## src/logic/fbuf_pkg.sv

```systemverilog
package fbuf_pkg;

    localparam int ADDR_W = 8;   // Enough to index one full frame
    localparam int DATA_W = 8;
    localparam int DEPTH  = 256;

    typedef logic [ADDR_W-1:0] addr_t;   // Also used for the frame's last index
    typedef logic [DATA_W-1:0] data_t;

    // One write into the frame memory
    typedef struct packed {
        logic  en;
        addr_t addr;
        data_t data;
    } ram_wr_t;

    // Fill side states. FILL accepts source bytes, HOLD waits for the replay to end
    typedef enum logic [0:0] {
        FILL,
        HOLD
    } cap_state_t;

endpackage

```

## src/logic/agu.sv

```systemverilog
`timescale 1ns/10ps

module agu import fbuf_pkg::*; (
    input  logic  clk,
    input  logic  rst,
    input  logic  start,   // Restart the sequence at address zero
    input  logic  en,      // Step to the next address
    input  addr_t fin,     // Highest address of the sequence
    output addr_t data,
    output logic  last
);

    addr_t count;

    always_ff @(posedge clk) begin
        if (rst) begin
            count <= '0;
        end else if (start) begin
            count <= '0;
        end else if (en) begin
            if (count == fin) begin
                count <= '0;   // Wrap so the next pass begins at zero
            end else begin
                count <= count + 1'b1;
            end
        end
    end

    assign data = count;
    assign last = (count == fin);   // Flags the final address of the frame

endmodule

```

## src/logic/capture_ctrl.sv

```systemverilog
`timescale 1ns/10ps

module capture_ctrl import fbuf_pkg::*; (
    input  logic    clk,
    input  logic    rst,
    input  logic    src_valid,
    input  data_t   src_data,
    input  addr_t   last_idx,
    input  logic    frame_done,
    output logic    src_ready,
    output ram_wr_t ram_wr,
    output logic    fill_done
);

    cap_state_t state;
    logic       accept;
    addr_t      wr_idx;
    logic       wr_last;

    assign src_ready = (state == FILL);
    assign accept    = src_valid & src_ready;   // A byte moves on this edge

    // Write counter, restarted when the replay of the previous frame ends
    agu i_wr_agu (
        .clk   (clk),
        .rst   (rst),
        .start (frame_done),
        .en    (accept),
        .fin   (last_idx),
        .data  (wr_idx),
        .last  (wr_last)
    );

    always_ff @(posedge clk) begin
        if (rst) begin
            state <= FILL;
        end else begin
            case (state)
                FILL: begin
                    if (accept && wr_last) begin
                        state <= HOLD;   // Buffer holds a full frame
                    end
                end
                HOLD: begin
                    if (frame_done) begin
                        state <= FILL;
                    end
                end
                default: state <= FILL;
            endcase
        end
    end

    // Single cycle pulse raised on the edge that stores the final byte
    always_ff @(posedge clk) begin
        if (rst) begin
            fill_done <= 1'b0;
        end else begin
            fill_done <= accept & wr_last;
        end
    end

    always_comb begin
        ram_wr.en   = accept;
        ram_wr.addr = wr_idx;
        ram_wr.data = src_data;
    end

endmodule

```

## src/logic/frame_buffer_top.sv

```systemverilog
`timescale 1ns/10ps

module frame_buffer_top import fbuf_pkg::*; (
    input  logic  clk,
    input  logic  rst,
    input  logic  cfg_we,
    input  addr_t cfg_last,
    input  logic  src_valid,
    input  data_t src_data,
    output logic  src_ready,
    input  logic  dst_ready,
    output logic  dst_valid,
    output logic  dst_last,
    output data_t dst_data
);

    addr_t   last_idx;
    ram_wr_t ram_wr;
    logic    fill_done;
    logic    frame_done;
    logic    stream_v;
    addr_t   stream_a;

    // Frame length, promoted between frames
    frame_cfg i_cfg (
        .clk        (clk),
        .rst        (rst),
        .cfg_we     (cfg_we),
        .cfg_last   (cfg_last),
        .frame_done (frame_done),
        .last_idx   (last_idx)
    );

    capture_ctrl i_capture (
        .clk        (clk),
        .rst        (rst),
        .src_valid  (src_valid),
        .src_data   (src_data),
        .last_idx   (last_idx),
        .frame_done (frame_done),
        .src_ready  (src_ready),
        .ram_wr     (ram_wr),
        .fill_done  (fill_done)
    );

    frame_ram i_ram (
        .clk     (clk),
        .ram_wr  (ram_wr),
        .rd_en   (stream_v),
        .rd_addr (stream_a),
        .rd_data (dst_data)
    );

    stream_ctrl i_stream (
        .clk        (clk),
        .rst        (rst),
        .get_fin    (fill_done),
        .dst_ready  (dst_ready),
        .last_idx   (last_idx),
        .dst_valid  (dst_valid),
        .dst_last   (dst_last),
        .frame_done (frame_done),
        .stream_v   (stream_v),
        .stream_a   (stream_a)
    );

endmodule

```

## src/logic/frame_cfg.sv

```systemverilog
`timescale 1ns/10ps

module frame_cfg import fbuf_pkg::*; (
    input  logic  clk,
    input  logic  rst,
    input  logic  cfg_we,
    input  addr_t cfg_last,
    input  logic  frame_done,
    output addr_t last_idx
);

    addr_t pend_last;   // Written at any time by the host
    addr_t act_last;    // Length of the frame currently in flight

    // The pending copy follows every write strobe
    always_ff @(posedge clk) begin
        if (rst) begin
            pend_last <= addr_t'(DEPTH - 1);
        end else if (cfg_we) begin
            pend_last <= cfg_last;
        end
    end

    // Promotion happens only when a replay has finished, so a frame that is
    // being filled or streamed keeps the length it started with
    always_ff @(posedge clk) begin
        if (rst) begin
            act_last <= addr_t'(DEPTH - 1);
        end else if (frame_done) begin
            act_last <= pend_last;
        end
    end

    assign last_idx = act_last;

endmodule

```

## src/logic/frame_ram.sv

```systemverilog
`timescale 1ns/10ps

module frame_ram import fbuf_pkg::*; (
    input  logic    clk,
    input  ram_wr_t ram_wr,
    input  logic    rd_en,
    input  addr_t   rd_addr,
    output data_t   rd_data
);

    data_t mem [DEPTH];

    always_ff @(posedge clk) begin
        if (ram_wr.en) begin
            mem[ram_wr.addr] <= ram_wr.data;
        end
    end

    // The read register only moves on a read, so the output byte stays
    // put while the stream is stalled
    always_ff @(posedge clk) begin
        if (rd_en) begin
            rd_data <= mem[rd_addr];
        end
    end

endmodule

```

## src/logic/stream_ctrl.sv

```systemverilog
`timescale 1ns/10ps

module stream_ctrl import fbuf_pkg::*; (
    input  logic  clk,
    input  logic  rst,
    input  logic  get_fin,     // Frame stored, from the fill side
    input  logic  dst_ready,
    input  addr_t last_idx,
    output logic  dst_valid,
    output logic  dst_last,
    output logic  frame_done,
    output logic  stream_v,    // Memory read enable
    output addr_t stream_a     // Memory read address
);

    logic  fin_d1;
    logic  fin_d2;
    logic  fin_pend;
    logic  stream_ok;
    logic  armed;
    logic  start;
    logic  active;
    logic  idx_last;
    addr_t rd_idx;

    // Two cycle delay on the fill pulse
    always_ff @(posedge clk) begin
        if (rst) begin
            fin_d1 <= 1'b0;
            fin_d2 <= 1'b0;
        end else begin
            fin_d1 <= get_fin;
            fin_d2 <= fin_d1;
        end
    end

    // A delayed pulse that meets a stalled destination waits here
    always_ff @(posedge clk) begin
        if (rst) begin
            fin_pend <= 1'b0;
        end else if (stream_ok) begin
            fin_pend <= 1'b0;
        end else if (fin_d2) begin
            fin_pend <= 1'b1;
        end
    end

    assign stream_ok = (fin_d2 | fin_pend) & dst_ready;

    always_ff @(posedge clk) begin
        if (rst) begin
            armed <= 1'b0;
        end else if (dst_ready) begin
            armed <= stream_ok;
        end
    end

    assign start = armed & dst_ready;   // Kicks off the read counter

    // Active covers every address of the frame, from zero to last_idx
    always_ff @(posedge clk) begin
        if (rst) begin
            active <= 1'b0;
        end else if (dst_ready) begin
            if (start) begin
                active <= 1'b1;
            end else if (active && idx_last) begin
                active <= 1'b0;   // Final address has just been read
            end
        end
    end

    agu i_rd_agu (
        .clk   (clk),
        .rst   (rst),
        .start (start),
        .en    (stream_v),
        .fin   (last_idx),
        .data  (rd_idx),
        .last  (idx_last)
    );

    assign stream_v = active & dst_ready;
    assign stream_a = rd_idx;

    // Valid and last follow the read by one cycle, matching the memory latency
    always_ff @(posedge clk) begin
        if (rst) begin
            dst_valid <= 1'b0;
            dst_last  <= 1'b0;
        end else if (dst_ready) begin
            dst_valid <= active;
            dst_last  <= active & idx_last;
        end
    end

    assign frame_done = dst_last & dst_ready;   // Final byte leaves this cycle

endmodule

```

## config.mk

```make
export PLATFORM = sky130hd
export DESIGN_NAME = frame_buffer_top
export DESIGN_NICKNAME = d
export VERILOG_FILES = /design/src/logic/fbuf_pkg.sv /design/src/logic/agu.sv /design/src/logic/capture_ctrl.sv /design/src/logic/frame_buffer_top.sv /design/src/logic/frame_cfg.sv /design/src/logic/frame_ram.sv /design/src/logic/stream_ctrl.sv
export SDC_FILE = /design/constraint.sdc
export NUM_CORES = 2
export LEC_CHECK = 0
export BUFFER_PORTS_ARGS = -buffer_cell sky130_fd_sc_hd__buf_2
export CAP_MARGIN = 20
export CORE_MARGIN = 2
export CORE_UTILIZATION = 35
export DETAILED_ROUTE_END_ITERATION = 8
export PLACE_DENSITY = 0.47
export SETUP_SLACK_MARGIN = 0.1
export SLEW_MARGIN = 10
export SYNTH_ARGS = -nofsm -noshare
export SYNTH_HDL_FRONTEND = slang
export SYNTH_SLANG_ARGS = --single-unit
```

## constraint.sdc

```tcl
create_clock -name clk -period 3.43 [get_ports clk]
set_input_delay 0.686 -clock clk [delete_from_list [all_inputs] [get_ports clk]]
set_output_delay 0.686 -clock clk [all_outputs]
set_load 0.05 [all_outputs]
```

Word level (Yosys, flattened, before mapping)
Memory sizes are Yosys's and may differ from the RTL's. A register that Yosys moved wholly into a read port is not among the register bits.
Cells that the tools add are included.
{ "totals": {"reg_bits": 41, "ram_bits": 2048, "inputBits": 21, "wordCells": 43, "memories": 1} }
{ "memory_table": {"columns": ["name", "depth", "word_bits", "rd", "rd_ports_with_merged_regs", "write_ports", "line", "source"], "rows": [
  ["i_ram.mem", 256, 8, 1, 1, 1, "frame_ram.sv:11", "data_t mem [DEPTH];"]
]} }
{ "op_classes": {"addsub": 2, "eq_ne": 2, "mux": 9, "bitwise_logic": 9, "n_reduce_logical": 7} }
{ "op_table": {"columns": ["op", "n"], "rows": [
  ["$add 8x1->8 const B", 2],
  ["$eq 8x8->1", 2],
  ["$mux 8", 2],
  ["$and 1x1->1", 7],
  ["$mux 1", 6],
  ["$reduce_or 2->1", 3],
  ["$logic_and 1x1->1", 2],
  ["$pmux 1 s2", 1],
  ["$reduce_and 2->1", 1],
  ["$reduce_bool 2->1", 1],
  ["$not 1->1", 1],
  ["$or 1x1->1", 1]
]} }

Depth between registers and ports, before layout
{ "logic_depth": {"depth_word": 5, "mapped_depth": 12} }

Cells and area by module
A second synthesis with hierarchy kept.
{ "unflattened": {"cells_unflattened": 3923, "hier_area_um2": 81521.9} }
{ "modules_own_cells": {"columns": ["mod", "instances", "cells_each", "area_each_um2", "seq_area_each_um2"], "rows": [
  ["frame_ram", 1, 3733, 79636.4, 61739.2],
  ["agu", 2, 49, 434.2, 160.2],
  ["frame_cfg", 1, 52, 615.6, 320.3],
  ["stream_ctrl", 1, 24, 255.2, 140.1],
  ["capture_ctrl", 1, 16, 146.4, 40.0]
]} }

Worst setup path before layout
Ideal clock, no wire load.
{ "synth_path": {"path_type": "register -> register", "startpoint": "register i_stream.i_rd_agu.count[0], in the netlist i_stream.i_rd_agu.data[0]", "endpoint": "register i_ram.rd_data[1] (read register of i_ram.mem) (data pin)", "arrival_ns": 2.253, "required_time_ns": 3.164, "path_slack_ns": 0.911, "path_stages_with_launch": 10, "path_buffers": 4, "period_less_slack_ns": 2.519, "cell_sequence": "dfxtp_1 -> buf_6 -> buf_8 -> buf_6 -> buf_2 -> mux4_2 -> a221oi_1 -> o21ai_0 -> a21oi_1 -> o32ai_1"} }
{ "synth_lines": {"columns": ["element", "line", "source"], "rows": [
  ["from (decl)", "agu.sv:13", "addr_t count;"],
  ["from (signal assigned)", "agu.sv:24", "count <= count + 1'b1;"],
  ["to (decl)", "frame_ram.sv:8", "output data_t rd_data"]
]} }

==> impl_metrics.ini <==
[run_status]
status = finished clean

[layout]
syn_to_final_growth_pct = 19.4
final_cell_mix = edfxtp_1 (2,056), buf_4 (579), mux4_2 (436)
mostFrequentLayoutCell = edfxtp_1
instances_no_fill = 7854
nets = 4646
drive_above_1_share_pct = 31.5

[sta]
setup_viol = 0
period_needed_ns = 3.33
setup_slack_ns = 0.104
drv_slew = 0
fmax_mhz = 301
finalClockSkew_ns = 0.0547
finalHoldViolCount = 0
tightestPinTransition_ns = 1.02
maxSlewHeadroom_pct = 31.4
fin_tns_setup_ns = 0
period_share_pct = 97.0
rsz0062_at_grt = true

[logic_synthesis]
synth-xor-area-share_pct = 0.300
yosysSeqAreaShare_pct = 76.5
synth_area_um2 = 81800
ys_seq_elements = 2097
postSynthAreaPerCell_um2 = 20.8
ys_warn_count = 0
syn_nets = 3968
ys.flop_type = edfxtp_1
ys_async_sr_fraction_pct = 0
syn_inst = 3942
synthSimpleGateAreaFrac_pct = 2.86
synth_top_family_by_area = multiplexers
synth.mux.area_fraction_pct = 14.8
synth_fa_ha_area_share_pct = 0.0765
ys_types = 75
synth-edff-count = 2056
synth_compound_area_share_pct = 3.51

[clock_tree]
path_clk_slew_ns = 0.06
cts_buffers = 219
worstSkewPairLatency_ns = 0.88
cts_sinks = 2097
clockRootBuffer = clkbuf_16
htree_num_levels = 4
tritoncts = built
cts.path.max_buffers = 3

[global_route]
grt_use_total_pct = 21.4
grt_pass1_wl_um = 354000
grt_pass1_vias = 43200
grt_max_degree = 98
antenna_found_initial = 16
grt-ovfl-total = 0

[place]
dpl.hpwl_um = 169000
dp.cells = 7423
numPortBuffers = 31
gp_congestion = 0.835
dp_slack_ns = -0.769

[die]
die_x_um = 487
die_h_um = 487
core.rowCount = 177
initial_core_util_pct = 35.2
io_pins = 32
coreArea_um2 = 233000
die-area_um2 = 238000

[setup_path]
crit_arrival_ns = 3.93
crit_type = reg -> reg
critPathCaptureType = flip-flop
cp_max_fo = 18
cp_data_required_time_ns = 4.03
start_kind = flip-flop

[drt]
num_vias = 43100
route.detailed.drc = 0
drt_pass1_iterations = 6
drt.antenna.violating_nets = 0
drt_iter0_markers = 5168
wl_per_cell_um = 32.6
avgViaCountPerCell = 5.49
wl_um = 256000

[power_and_ir_drop]
p_per_area_nw_per_um2 = 540
p_clk_share_pct = 44.3
power_switching_uw = 10800
sequentialPowerShare_pct = 53.4
leakagePower_uw = 0.0305
combPwrFrac_pct = 2.3
p_sw_share_pct = 20.6
peakVddDrop_mv = 0.542
internal_power_uw = 41900

[job]
max-cap-violations = 0

[worst_hold_path]
hold_path_class = in -> reg
[per-stage QoR]
| stage | utilization [%] | hold WS (ns) | total power (uW) | instance area (um2) |
|---|---|---|---|---|
| 2_1_floorplan | - | 0.414 | 29100 | 81800 |
| 3_3_place_gp | 38.8 | 0.419 | 29900 | 90200 |
| 4_1_cts | 42.0 | 0.151 | 53200 | 97600 |
| 6_report | 42.0 | 0.213 | 52700 | 97700 |
| 5_1_grt | 42.0 | 0.216 | 54200 | 97700 |
| 3_5_place_dp | 38.8 | 0.427 | 29900 | 90200 |
[sequential cells by signal, summed over array words and instances (netlist names), 8 cells and up]
register and count:
i_cfg.last_idx 8, i_capture.i_wr_agu.data 8, i_ram.rd_data 8, i_cfg.pend_last 8, i_ram.mem 2048, i_stream.i_rd_agu.data 8
[cells in the mapped netlist (all sizes together), types with 4 or more instances]
cell | instances | area, um2
mux2 | 11 | 124
o221ai | 35 | 307
o211ai | 6 | 45.0
and2 | 4 | 25.0
edfxtp | 2056 | 61700
nand3b | 4 | 33.8
o2111ai | 4 | 35.0
a221oi | 47 | 430
buf | 136 | 1130
nor2 | 297 | 1110
nand4 | 9 | 56.3
dfxtp | 41 | 821
o21a | 4 | 30.0
nor3 | 12 | 60.1
o32ai | 5 | 43.8
nand3 | 52 | 265
or2 | 4 | 25.0
a22o | 14 | 123
a221o | 4 | 40.0
a22oi | 71 | 533
clkbuf | 105 | 445
xnor2 | 9 | 78.8
a21oi | 82 | 410
nand2 | 85 | 319
and3 | 10 | 62.6
nor4 | 5 | 31.3
ha | 5 | 62.6
mux2i | 169 | 1690
a2111oi | 8 | 76.3
a31oi | 8 | 50.1
o22ai | 14 | 87.6
a311oi | 4 | 35.0
nor2b | 29 | 184
inv | 8 | 30.0
o21ai | 32 | 160
a211oi | 21 | 158
o31ai | 4 | 30.0
nand2b | 5 | 31.3
xor2 | 19 | 166
mux4 | 454 | 10300
a211o | 19 | 166
[cells by family after synthesis]
| logic type | after synthesis |
|---|---|
| adder cells (fa/ha/maj) | 5 |
| AND/OR/NAND/NOR | 531 |
| AO/OA/AOI/OAI | 395 |
| flip-flops | 2097 |
| buffers and inverters | 252 |
| multiplexers | 634 |
| XOR/XNOR | 28 |
[power by group through the flow]
stage	clock (uW)	combinational [uW]	sequential [uW]
after global routing	24800	1280	28100
after global placement	0	1190	28700
after CTS	23800	1220	28100
final	23400	1200	28200
after detailed placement	0	1210	28700
after floorplan	0	406	28700
[routing by layer]
| layer | wire length [um] | track usage, % | vias up |
|---|---|---|---|
| met4 | 6980 | 5.97 | 4 |
| li1 | - | - | 17900 |
| met3 | 16100 | 3.22 | 312 |
| met2 | 120000 | 34.0 | 1544 |
| met5 | 22 | 0 | - |
| met1 | 112000 | 30.6 | 23400 |
[worst paths after layout]
| check | from | endpoint | slack (ns) | cells past startpoint |
|---|---|---|---|---|
| min reg2reg | i_stream.fin_d1 | i_stream.fin_d2 | 0.43 | 1 |
| max reg2reg | i_stream.i_rd_agu.data[0] | i_ram.rd_data[0] | 0.10 | 8 |
| min | dst_ready | i_stream.fin_pend | 0.21 | 2 |
| max | i_stream.i_rd_agu.data[0] | i_ram.rd_data[0] | 0.10 | 8 |
[repair_timing]
item                                   in CTS  in global routing
setup buffers                               7                  2
resized for setup                          35                  9
cloned                                      0                  1
hold buffers                                8                  0
pin swaps                                   3                  2
setup endpoints to repair                   8                  8
endpoints found under the hold margin       8                  0
[critical path: stages (launching register included)]
cell,delay [ns]
dfxtp_4,0.46
buf_12,0.24
buf_16,0.22
buf_4,0.24
mux4_2,0.57
mux2i_2,0.37
o21ai_0,0.30
a211oi_1,0.47
o32ai_1,0.15
[cell type report]
class                           count  area (um2)
Antenna cell                        3        7.51
Inverter                            9        35.0
Timing Repair Buffer              700        6300
Fill cell                       20500      135000
Clock buffer                      286        5910
Multi-Input combinational cell   1593       17900
Sequential cell                  2097       62600
Tap cell                         3043        3810
Clock inverter                    123        1120
(Power assumes the default switching activity.)
